$ cat config.mk
export PLATFORM = sky130hd
export DESIGN_NAME = qdr_read_path_top
export DESIGN_NICKNAME = d
export VERILOG_FILES = /design/src/hw/qdr_phy_cfg_pkg.sv /design/src/hw/qdr_rd_types_pkg.sv /design/src/hw/read_latency_shifter.sv /design/src/hw/read_valid_selector.sv /design/src/hw/read_latency_calibrator.sv /design/src/hw/read_cmd_arbiter.sv /design/src/hw/read_data_router.sv /design/src/hw/qdr_read_path_top.sv
export SDC_FILE = /design/constraint.sdc
export NUM_CORES = 1
export LEC_CHECK = 0
export ABC_AREA = 1
export BUFFER_PORTS_ARGS = -buffer_cell sky130_fd_sc_hd__buf_4
export CORE_ASPECT_RATIO = 1.1
export CORE_MARGIN = 2
export CORE_UTILIZATION = 50
export DETAILED_ROUTE_END_ITERATION = 8
export GPL_TIMING_DRIVEN = 0
export MAX_ROUTING_LAYER = met4
export PLACE_DENSITY = 0.7
export RECOVER_POWER = 50
export SLEW_MARGIN = 10
export SYNTH_ARGS = -nofsm -noshare
export SYNTH_HDL_FRONTEND = slang
export SYNTH_SLANG_ARGS = --single-unit
$ cat constraint.sdc
create_clock -name pll_afi_clk -period 2.66 [get_ports pll_afi_clk]
set_clock_uncertainty 0.05 [all_clocks]
set_input_delay 0.266 -clock pll_afi_clk [delete_from_list [all_inputs] [get_ports pll_afi_clk]]
set_output_delay 0.266 -clock pll_afi_clk [all_outputs]
set_load 0.01 [all_outputs]
$ cat src/hw/qdr_phy_cfg_pkg.sv
// ==========================================================
// fixed read path constants; changing a width here changes every block
// CAL_ADDR is reserved and must hold CAL_PATTERN in the memory
// ==========================================================

package qdr_phy_cfg_pkg;

	// width of the latency count driven to the read valid selector
	localparam int MAX_LATENCY_COUNT_WIDTH = 4;
	// number of selectable latencies, one history bit per latency
	localparam int LATENCY_NUM = 2 ** MAX_LATENCY_COUNT_WIDTH;

	// read address and data widths of the memory interface
	localparam int RD_ADDR_WIDTH = 20;
	localparam int RD_DATA_WIDTH = 18;

	// the calibration word lives at the top of the address space
	localparam logic [RD_ADDR_WIDTH-1:0] CAL_ADDR = '1;
	localparam logic [RD_DATA_WIDTH-1:0] CAL_PATTERN = 18'h25A3C;

	// a sweep read is retired once its strobe has left the history
	localparam int CAL_WAIT = LATENCY_NUM + 4;
	// spacing of the tracking reads after lock
	localparam int TRACK_INTERVAL = 64;
	// depth of the router tag queue, bounds the reads in flight
	localparam int TAG_DEPTH = 16;

endpackage

$ cat src/hw/qdr_rd_types_pkg.sv
// ==========================================================
// types shared by the read path blocks, sized from qdr_phy_cfg_pkg
// ==========================================================

package qdr_rd_types_pkg;

	import qdr_phy_cfg_pkg::*;

	// calibrated latency count
	typedef logic [MAX_LATENCY_COUNT_WIDTH-1:0] lat_cnt_t;
	// strobe history and the one-hot latency select share this width
	typedef logic [LATENCY_NUM-1:0] lat_vec_t;
	typedef logic [RD_ADDR_WIDTH-1:0] rd_addr_t;
	typedef logic [RD_DATA_WIDTH-1:0] rd_data_t;

	// who issued a read, carried with the command and kept in the tag queue
	typedef enum logic {
		REQ_CAL  = 1'b0,
		REQ_USER = 1'b1
	} requester_t;

	// one read command on the shared bus, the strobe is a single cycle pulse
	typedef struct packed {
		logic       strobe;
		rd_addr_t   addr;
		requester_t requester;
	} rd_cmd_t;

	// calibrator states, the sweep pair runs once per latency count
	typedef enum logic [2:0] {
		CAL_SWEEP_ISSUE,
		CAL_SWEEP_WAIT,
		CAL_LOCKED,
		CAL_TRACK_WAIT,
		CAL_FAIL
	} cal_state_t;

endpackage

$ cat src/hw/read_latency_shifter.sv
// ==========================================================
// history is LATENCY_NUM deep, older strobes fall off the top
// ==========================================================

module read_latency_shifter
	import qdr_rd_types_pkg::*;
(
	input  logic     reset_n,
	input  logic     pll_afi_clk,
	input  logic     rd_strobe,
	output lat_vec_t latency_shifter
);

	// bit 0 takes the strobe seen on the bus in the previous cycle
	// so bit k is set k+1 cycles after the command was on the bus
	// each higher bit is one cycle older than the bit below it
	always_ff @(posedge pll_afi_clk or negedge reset_n)
	begin
		if (!reset_n)
		begin
			latency_shifter <= '0;
		end
		else
		begin
			latency_shifter <= {latency_shifter[$bits(lat_vec_t)-2:0], rd_strobe};
		end
	end

	// the history is a plain shift, nothing clears it except reset
	// a strobe therefore lives for exactly LATENCY_NUM cycles

endmodule

$ cat src/hw/read_valid_selector.sv
// ==========================================================
// latency_counter should stay stable while reads are in flight
// ==========================================================

module read_valid_selector
	import qdr_rd_types_pkg::*;
(
	input  logic     reset_n,
	input  logic     pll_afi_clk,
	input  lat_vec_t latency_shifter,
	input  lat_cnt_t latency_counter,
	output logic     read_enable,
	output logic     read_valid
);

	lat_vec_t selector;
	lat_vec_t selector_reg;
	lat_vec_t valid_select;

	// one-hot decode of the latency count
	assign selector = lat_vec_t'(1) << latency_counter;

	// the decode is registered so the count never sits in the mask path
	always_ff @(posedge pll_afi_clk or negedge reset_n)
	begin
		if (!reset_n)
		begin
			selector_reg <= '0;
		end
		else
		begin
			selector_reg <= selector;
		end
	end

	// only the history bit at the selected latency can raise a pulse
	assign valid_select = selector_reg & latency_shifter;

	// read_enable goes out as the capture enable, read_valid pops the router
	// both carry the same registered pulse
	always_ff @(posedge pll_afi_clk or negedge reset_n)
	begin
		if (!reset_n)
		begin
			read_enable <= 1'b0;
			read_valid <= 1'b0;
		end
		else
		begin
			read_enable <= |valid_select;
			read_valid <= |valid_select;
		end
	end

endmodule

$ cat src/hw/read_latency_calibrator.sv
// ==========================================================
// issues at most one read every other cycle; a failed sweep stays in CAL_FAIL
// cal_error is sticky until reset, cal_done is never dropped after lock
// ==========================================================

module read_latency_calibrator
	import qdr_phy_cfg_pkg::*, qdr_rd_types_pkg::*;
(
	input  logic     reset_n,
	input  logic     pll_afi_clk,
	output rd_cmd_t  cal_cmd,
	input  logic     cal_rd_valid,
	input  rd_data_t cal_rd_data,
	output lat_cnt_t latency_counter,
	output logic     queue_flush,
	output logic     cal_done,
	output logic     cal_error
);

	cal_state_t state;
	// counts both the sweep wait and the tracking interval
	logic [$clog2(TRACK_INTERVAL):0] timer;
	logic track_issue;
	logic beat_match;

	// the tracking read goes out on the last cycle of each interval
	assign track_issue = (state == CAL_LOCKED) && (timer == TRACK_INTERVAL - 1);
	assign beat_match = cal_rd_valid && (cal_rd_data == CAL_PATTERN);

	// the calibrator only ever reads the reserved word
	assign cal_cmd.strobe = (state == CAL_SWEEP_ISSUE) || track_issue;
	assign cal_cmd.addr = CAL_ADDR;
	assign cal_cmd.requester = REQ_CAL;

	// stray tags from wrong-count pulses are dropped at every sweep step
	assign queue_flush = (state == CAL_SWEEP_ISSUE);

	always_ff @(posedge pll_afi_clk or negedge reset_n)
	begin
		if (!reset_n)
		begin
			state <= CAL_SWEEP_ISSUE;
			timer <= '0;
			latency_counter <= '0;
			cal_done <= 1'b0;
			cal_error <= 1'b0;
		end
		else
		begin
			timer <= timer + 1'b1;
			case (state)
				CAL_SWEEP_ISSUE:
				begin
					timer <= '0;
					state <= CAL_SWEEP_WAIT;
				end
				CAL_SWEEP_WAIT:
				begin
					// a mismatching pulse at a wrong count is simply ignored
					if (beat_match)
					begin
						timer <= '0;
						cal_done <= 1'b1;
						state <= CAL_LOCKED;
					end
					else if (timer == CAL_WAIT - 1)
					begin
						if (latency_counter == lat_cnt_t'(LATENCY_NUM - 1))
						begin
							cal_error <= 1'b1;
							state <= CAL_FAIL;
						end
						else
						begin
							latency_counter <= latency_counter + 1'b1;
							state <= CAL_SWEEP_ISSUE;
						end
					end
				end
				CAL_LOCKED:
				begin
					if (track_issue)
					begin
						timer <= '0;
						state <= CAL_TRACK_WAIT;
					end
				end
				CAL_TRACK_WAIT:
				begin
					// the timer keeps running so the next read stays on the interval
					if (cal_rd_valid)
					begin
						if (!beat_match)
							cal_error <= 1'b1;
						state <= CAL_LOCKED;
					end
					else if (timer == CAL_WAIT - 1)
					begin
						// the tracking beat never showed up at the locked count
						cal_error <= 1'b1;
						state <= CAL_LOCKED;
					end
				end
				CAL_FAIL:
				begin
					state <= CAL_FAIL;
				end
				default:
				begin
					state <= CAL_FAIL;
				end
			endcase
		end
	end

endmodule

$ cat src/hw/read_cmd_arbiter.sv
// ==========================================================
// relies on the calibrator never issuing on two cycles in a row
// user strobes before cal_done are dropped, not queued
// ==========================================================

module read_cmd_arbiter
	import qdr_rd_types_pkg::*;
(
	input  logic    reset_n,
	input  logic    pll_afi_clk,
	input  rd_cmd_t cal_cmd,
	input  rd_cmd_t user_cmd,
	input  logic    cal_done,
	output rd_cmd_t mem_rd_cmd
);

	logic     user_req;
	logic     pending_valid;
	rd_addr_t pending_addr;

	// the user port is dead until calibration has locked
	assign user_req = user_cmd.strobe && cal_done;

	always_ff @(posedge pll_afi_clk or negedge reset_n)
	begin
		if (!reset_n)
		begin
			mem_rd_cmd <= '0;
			pending_valid <= 1'b0;
			pending_addr <= '0;
		end
		else
		begin
			if (cal_cmd.strobe)
			begin
				// calibrator wins, a colliding user read parks in the slot
				mem_rd_cmd <= '{strobe: 1'b1, addr: cal_cmd.addr, requester: REQ_CAL};
				if (user_req)
				begin
					pending_valid <= 1'b1;
					pending_addr <= user_cmd.addr;
				end
			end
			else if (pending_valid)
			begin
				// the parked read goes before any new user read
				mem_rd_cmd <= '{strobe: 1'b1, addr: pending_addr, requester: REQ_USER};
				pending_valid <= user_req;
				if (user_req)
					pending_addr <= user_cmd.addr;
			end
			else if (user_req)
			begin
				mem_rd_cmd <= '{strobe: 1'b1, addr: user_cmd.addr, requester: REQ_USER};
			end
			else
			begin
				mem_rd_cmd.strobe <= 1'b0;
			end
		end
	end

endmodule

$ cat src/hw/read_data_router.sv
// ==========================================================
// at most TAG_DEPTH reads in flight; a push into a full queue is lost
// ==========================================================

module read_data_router
	import qdr_phy_cfg_pkg::*, qdr_rd_types_pkg::*;
(
	input  logic     reset_n,
	input  logic     pll_afi_clk,
	input  rd_cmd_t  mem_rd_cmd,
	input  logic     read_valid,
	input  rd_data_t mem_rd_data,
	input  logic     queue_flush,
	output logic     cal_rd_valid,
	output rd_data_t cal_rd_data,
	output logic     user_rd_valid,
	output rd_data_t user_rd_data
);

	requester_t tag_mem [TAG_DEPTH];
	logic [$clog2(TAG_DEPTH)-1:0] wr_ptr;
	logic [$clog2(TAG_DEPTH)-1:0] rd_ptr;
	logic [$clog2(TAG_DEPTH):0] tag_count;
	logic queue_full;
	logic push;
	logic pop;
	requester_t head_tag;

	assign queue_full = (tag_count == TAG_DEPTH);
	assign push = mem_rd_cmd.strobe && !queue_full;
	// a pulse with no read behind it pops nothing and goes nowhere
	assign pop = read_valid && (tag_count != '0);
	// returns keep issue order, so the oldest tag owns the current beat
	assign head_tag = tag_mem[rd_ptr];

	always_ff @(posedge pll_afi_clk)
	begin
		if (push)
			tag_mem[wr_ptr] <= mem_rd_cmd.requester;
	end

	always_ff @(posedge pll_afi_clk or negedge reset_n)
	begin
		if (!reset_n)
		begin
			wr_ptr <= '0;
			rd_ptr <= '0;
			tag_count <= '0;
		end
		else if (queue_flush)
		begin
			wr_ptr <= '0;
			rd_ptr <= '0;
			tag_count <= '0;
		end
		else
		begin
			if (push)
				wr_ptr <= wr_ptr + 1'b1;
			if (pop)
				rd_ptr <= rd_ptr + 1'b1;
			if (push && !pop)
				tag_count <= tag_count + 1'b1;
			else if (pop && !push)
				tag_count <= tag_count - 1'b1;
		end
	end

	always_ff @(posedge pll_afi_clk or negedge reset_n)
	begin
		if (!reset_n)
		begin
			cal_rd_valid <= 1'b0;
			user_rd_valid <= 1'b0;
		end
		else
		begin
			cal_rd_valid <= pop && (head_tag == REQ_CAL);
			user_rd_valid <= pop && (head_tag == REQ_USER);
		end
	end

	// the data word passes through untouched, one register behind the pop
	always_ff @(posedge pll_afi_clk)
	begin
		if (pop && (head_tag == REQ_CAL))
			cal_rd_data <= mem_rd_data;
		if (pop && (head_tag == REQ_USER))
			user_rd_data <= mem_rd_data;
	end

endmodule

$ cat src/hw/qdr_read_path_top.sv
// ==========================================================
// user reads are accepted only while cal_done is high
// ==========================================================

module qdr_read_path_top
	import qdr_rd_types_pkg::*;
(
	input  logic     reset_n,
	input  logic     pll_afi_clk,
	input  logic     user_rd_strobe,
	input  rd_addr_t user_rd_addr,
	output rd_cmd_t  mem_rd_cmd,
	input  rd_data_t mem_rd_data,
	output logic     read_enable,
	output logic     user_rd_valid,
	output rd_data_t user_rd_data,
	output logic     cal_done,
	output logic     cal_error
);

	rd_cmd_t  cal_cmd;
	rd_cmd_t  user_cmd;
	lat_vec_t latency_shifter;
	lat_cnt_t latency_counter;
	logic     read_valid;
	logic     queue_flush;
	logic     cal_rd_valid;
	rd_data_t cal_rd_data;

	// the user port arrives as loose strobe and address
	assign user_cmd = '{strobe: user_rd_strobe, addr: user_rd_addr, requester: REQ_USER};

	read_latency_calibrator u_calibrator (
		.reset_n         (reset_n),
		.pll_afi_clk     (pll_afi_clk),
		.cal_cmd         (cal_cmd),
		.cal_rd_valid    (cal_rd_valid),
		.cal_rd_data     (cal_rd_data),
		.latency_counter (latency_counter),
		.queue_flush     (queue_flush),
		.cal_done        (cal_done),
		.cal_error       (cal_error)
	);

	read_cmd_arbiter u_arbiter (
		.reset_n     (reset_n),
		.pll_afi_clk (pll_afi_clk),
		.cal_cmd     (cal_cmd),
		.user_cmd    (user_cmd),
		.cal_done    (cal_done),
		.mem_rd_cmd  (mem_rd_cmd)
	);

	read_latency_shifter u_shifter (
		.reset_n         (reset_n),
		.pll_afi_clk     (pll_afi_clk),
		.rd_strobe       (mem_rd_cmd.strobe),
		.latency_shifter (latency_shifter)
	);

	read_valid_selector u_selector (
		.reset_n         (reset_n),
		.pll_afi_clk     (pll_afi_clk),
		.latency_shifter (latency_shifter),
		.latency_counter (latency_counter),
		.read_enable     (read_enable),
		.read_valid      (read_valid)
	);

	read_data_router u_router (
		.reset_n       (reset_n),
		.pll_afi_clk   (pll_afi_clk),
		.mem_rd_cmd    (mem_rd_cmd),
		.read_valid    (read_valid),
		.mem_rd_data   (mem_rd_data),
		.queue_flush   (queue_flush),
		.cal_rd_valid  (cal_rd_valid),
		.cal_rd_data   (cal_rd_data),
		.user_rd_valid (user_rd_valid),
		.user_rd_data  (user_rd_data)
	);

endmodule

==> flow_summary.html <==
<table>
<tr><th>Metric</th><th>Value</th></tr>
<tr><th colspan="2">Power and ir drop</th></tr>
<tr><td>P per Cell Area</td><td>1010 nW/um2</td></tr>
<tr><td>Total power draw</td><td>0.00825 W</td></tr>
<tr><td>VDD IR-drop max</td><td>583 uV</td></tr>
<tr><td>Lkg Pwr</td><td>3.83 nW</td></tr>
<tr><th colspan="2">Detailed routing</th></tr>
<tr><td>Number of DRC markers after the initial detailed-route iteration</td><td>235</td></tr>
<tr><td>Antenna Violating Nets Remaining</td><td>0</td></tr>
<tr><td>Count of unresolved DRC violations after routing</td><td>0</td></tr>
<tr><td>Avg Vias per Cell</td><td>4.96</td></tr>
<tr><td>Pre-Repair DR Iteration Count</td><td>5</td></tr>
<tr><td>Total Wirelength</td><td>13.4 mm</td></tr>
<tr><td>Via Count</td><td>4,801</td></tr>
<tr><td>Average wire per cell in the routed design</td><td>13.8 um</td></tr>
<tr><th colspan="2">Critical path</th></tr>
<tr><td>Highest-delay cell along the critical path</td><td>dfrtp_1</td></tr>
<tr><td>Cell type group with the largest total delay on the critical path</td><td>simple AND/OR/NAND/NOR gates</td></tr>
<tr><td>Data required time at the worst endpoint</td><td>2.92 ns</td></tr>
<tr><td>Critical path class</td><td>flop to flop</td></tr>
<tr><td>Peak per-stage delay on the critical path</td><td>0.43 ns</td></tr>
<tr><td>Buffers plus inverters on the worst setup path</td><td>2</td></tr>
<tr><td>Cell repeated most along the worst path</td><td>nand2_1</td></tr>
<tr><td>Crit path cell chain</td><td>nor2_1 -&gt; nand3_1 -&gt; nand2_2 -&gt; inv_2 -&gt; nand2_1 -&gt; ha_1 -&gt; a21oi_1 -&gt; nand3_1 -&gt; nand2_1 -&gt; inv_1 -&gt; nand2_1 -&gt; nand2_1 -&gt; nand2_1 -&gt; nand2_1</td></tr>
<tr><td>Highest fanout seen on the critical path</td><td>7</td></tr>
<tr><td>Arrival time of data at the critical path endpoint</td><td>2.64 ns</td></tr>
<tr><td>Element type at the critical path start</td><td>flop</td></tr>
<tr><td>Worst Setup End Kind</td><td>flop</td></tr>
<tr><th colspan="2">Synthesis</th></tr>
<tr><td>Yosys top cell by area</td><td>dfrtp_1</td></tr>
<tr><td>Syn Area/Cell</td><td>9.96 um2</td></tr>
<tr><td>Leading cell type by number of instances after synthesis</td><td>nand2_1</td></tr>
<tr><td>Flops &amp; latches, synth</td><td>159</td></tr>
<tr><td>Top_reg_cell synth</td><td>dfrtp_1</td></tr>
<tr><td>Async set-or-reset flop fraction in the synthesized netlist</td><td>67.3%</td></tr>
<tr><td>Main area contributors after synthesis</td><td>dfrtp_1 (40%), edfxtp_1 (23%), nand2_1 (13%)</td></tr>
<tr><td>Cell types with the highest counts after synthesis</td><td>nand2_1 (230), dfrtp_1 (107), nor2_1 (63), edfxtp_1 (52)</td></tr>
<tr><td>Proportion of netlist area held by the largest area contributor</td><td>40.1%</td></tr>
<tr><td>Count of flip-flops with a built-in enable after synthesis</td><td>52</td></tr>
<tr><td>Number of distinct library cells after synthesis</td><td>35</td></tr>
<tr><td>Post-synthesis sequential area ratio</td><td>63.5%</td></tr>
<tr><td>Number of synthesis warnings</td><td>0</td></tr>
<tr><td>Syn Std Cell Area</td><td>6670 um2</td></tr>
<tr><td>Synthesized netlist cell count</td><td>670</td></tr>
<tr><td>Synth Net Count</td><td>728</td></tr>
<tr><th colspan="2">Layout</th></tr>
<tr><td>Area overhead of the layout relative to synthesis</td><td>21.9%</td></tr>
<tr><td>Layout cells sized above 1</td><td>11.9%</td></tr>
<tr><td>Register with the highest flop count</td><td>u_arbiter.mem_rd_cmd</td></tr>
<tr><td>Number of flip-flops in the largest register</td><td>22</td></tr>
<tr><td>Registers with the highest flip-flop counts</td><td>u_arbiter.mem_rd_cmd (22), u_arbiter.pending_addr (20)</td></tr>
<tr><td>Number of nets in the finished design</td><td>851</td></tr>
<tr><td>Final standard cell count with taps included and fillers excluded</td><td>967</td></tr>
<tr><td>Antenna diode count</td><td>0</td></tr>
<tr><th colspan="2">Global route</th></tr>
<tr><td>First-pass GRT wire length</td><td>23.0 mm</td></tr>
<tr><td>Via count of the first global-routing pass</td><td>4,850</td></tr>
<tr><td>Overflow after GRT</td><td>0</td></tr>
<tr><td>Initial antenna violation count</td><td>0</td></tr>
<tr><td>GRT Util Overall</td><td>21.2%</td></tr>
<tr><td>Maximum number of pins on one net before global-route repair</td><td>108</td></tr>
<tr><th colspan="2">STA</th></tr>
<tr><td>Final critical delay including setup and external delays</td><td>2.38 ns</td></tr>
<tr><td>Final count of pins violating max slew</td><td>0</td></tr>
<tr><td>FMAX</td><td>421 MHz</td></tr>
<tr><td>Final hold viol count</td><td>0</td></tr>
<tr><td>Count of final setup violators</td><td>0</td></tr>
<tr><td>Share of the cycle needed by the critical path after routing</td><td>89.3%</td></tr>
<tr><td>Worst Setup Slack, final</td><td>0.283 ns</td></tr>
<tr><td>Total negative slack for setup checks</td><td>0 ns</td></tr>
<tr><td>Transition at the pin with the smallest max-transition slack</td><td>1.40 ns</td></tr>
<tr><td>Setup repair after global routing missed its margin</td><td>no</td></tr>
<tr><td>Post-route worst hold slack</td><td>0.0336 ns</td></tr>
<tr><td>Slew HR</td><td>6.91%</td></tr>
<tr><th colspan="2">Placed design</th></tr>
<tr><td>IO buf count</td><td>84</td></tr>
<tr><td>DPL Wire Length</td><td>9.17 mm</td></tr>
<tr><td>Post-Place Setup Slack</td><td>0.304 ns</td></tr>
<tr><td>Routability congestion estimate</td><td>0.865</td></tr>
<tr><td>Count of placed standard cells including taps</td><td>916</td></tr>
<tr><th colspan="2">Status</th></tr>
<tr><td>Status</td><td>completed</td></tr>
<tr><th colspan="2">Die</th></tr>
<tr><td>Core area</td><td>13,100 um2</td></tr>
<tr><td>Io pins</td><td>85</td></tr>
<tr><td>Die height</td><td>125 um</td></tr>
<tr><td>Initial core utilization</td><td>50.9%</td></tr>
<tr><td>Number of cell rows</td><td>44</td></tr>
<tr><td>Area of the die</td><td>14,300 um2</td></tr>
<tr><td>Die extent in x</td><td>114 um</td></tr>
<tr><th colspan="2">Clock tree</th></tr>
<tr><td>Clk buf depth</td><td>2</td></tr>
<tr><td>TritonCTS buffer count</td><td>17</td></tr>
<tr><td>Clk pin slew, worst setup/hold paths</td><td>0.06 ns</td></tr>
<tr><td>Root Buffer</td><td>clkbuf_16</td></tr>
<tr><td># Post-CTS Setup Buffers</td><td>0</td></tr>
<tr><td>Clock sinks</td><td>159</td></tr>
<tr><td>Clock insertion delay at the later pin of the skew report</td><td>0.42 ns</td></tr>
<tr><td>H-Tree Level Count</td><td>4</td></tr>
<tr><td>CTS tree</td><td>yes</td></tr>
<tr><th colspan="2">Flow run</th></tr>
<tr><td>Number of max-cap violations</td><td>0</td></tr>
<tr><th colspan="2">Worst hold path</th></tr>
<tr><td>Worst min-delay path class</td><td>primary input to flop</td></tr>
</table>
==> final timing paths <==
kind                                              start                      endpoint  slack [ns]  depth (start not counted)
min reg2reg                u_shifter.latency_shifter[1]  u_shifter.latency_shifter[2]        0.32                          0
max                               u_router.tag_count[1]         u_router.tag_count[4]        0.28                         14
min in group asynchronous                       reset_n    u_arbiter.pending_addr[16]        0.71                          2
max reg2reg                       u_router.tag_count[1]         u_router.tag_count[4]        0.28                         14
min                                     user_rd_addr[4]     u_arbiter.pending_addr[4]        0.03                          3
max in group asynchronous                       reset_n    u_selector.selector_reg[5]        0.98                          2
==> area by class of cell <==
type | count | area, um2
clock inverter | 13 | 185
sequential | 159 | 4240
inverter | 45 | 169
multi-input combinational | 444 | 2120
tap | 161 | 201
fill | 1083 | 4970
timing repair buffer | 104 | 641
buffer | 22 | 149
clock buffer | 19 | 433
==> metrics by stage <==
stage	utilization [%]	instance area, um2
finish	62.1	8130
global route	62.1	8130
CTS	63.6	8340
global placement	57.3	7510
detailed placement	57.4	7530
floorplan	-	6670
==> power by group <==
part           switching, W  internal [W]
sequential         0.000328       0.00319
clock              0.000951       0.00157
combinational       0.00144      0.000773
total               0.00272       0.00554
==> routing by layer <==
layer,global-route usage (%),vias up,wire [um]
met1,26.2,2270,5690
met2,34.5,93,7060
met4,7.53,0,212
met3,4.70,22,424
li1,-,2416,-
met5,-,-,0
==> cells by family after synthesis <==
kind of cell | count (synthesis) | share of synthesized area, %
AND/OR/NAND/NOR | 375 | 23.8
flip-flops | 159 | 63.5
buffers and inverters | 67 | 4.84
AO/OA/AOI/OAI | 45 | 3.66
adder cells (fa/ha/maj) | 17 | 3.30
XOR/XNOR | 7 | 0.919
==> tightest hold or removal path: stages <==
cell and delay [ns]:
buf_4 0.08, nand3_1 0.06, nand2_1 0.06
==> layout by cell type (no fill, tap or decap), types with 3 or more instances in the layout <==
master	netlist	final
inv_1	42	42
nand3_2	3	3
inv_2	3	3
o21ai_0	29	29
bufinv_16	0	4
dfrtp_1	107	107
nor2_1	63	62
dlygate4sd3_1	0	19
inv_4	0	3
clkbuf_16	0	17
nand2_2	4	3
edfxtp_1	52	52
a21oi_1	8	7
clkbuf_1	7	62
nor3_1	18	18
clkbuf_4	0	10
nand3_1	42	42
xor2_1	6	6
ha_1	16	16
nand4_1	7	7
buf_4	7	29
nand2_1	230	231
buf_6	4	5
==> what timing repair did <==
item / 4_1_cts / 5_1_grt
hold buffers: 19 / 0
setup endpoints to repair: 0 / 0
endpoints found under the hold margin: 143 / 0
resized for setup: 0 / 0
(Power assumes the default switching activity.)
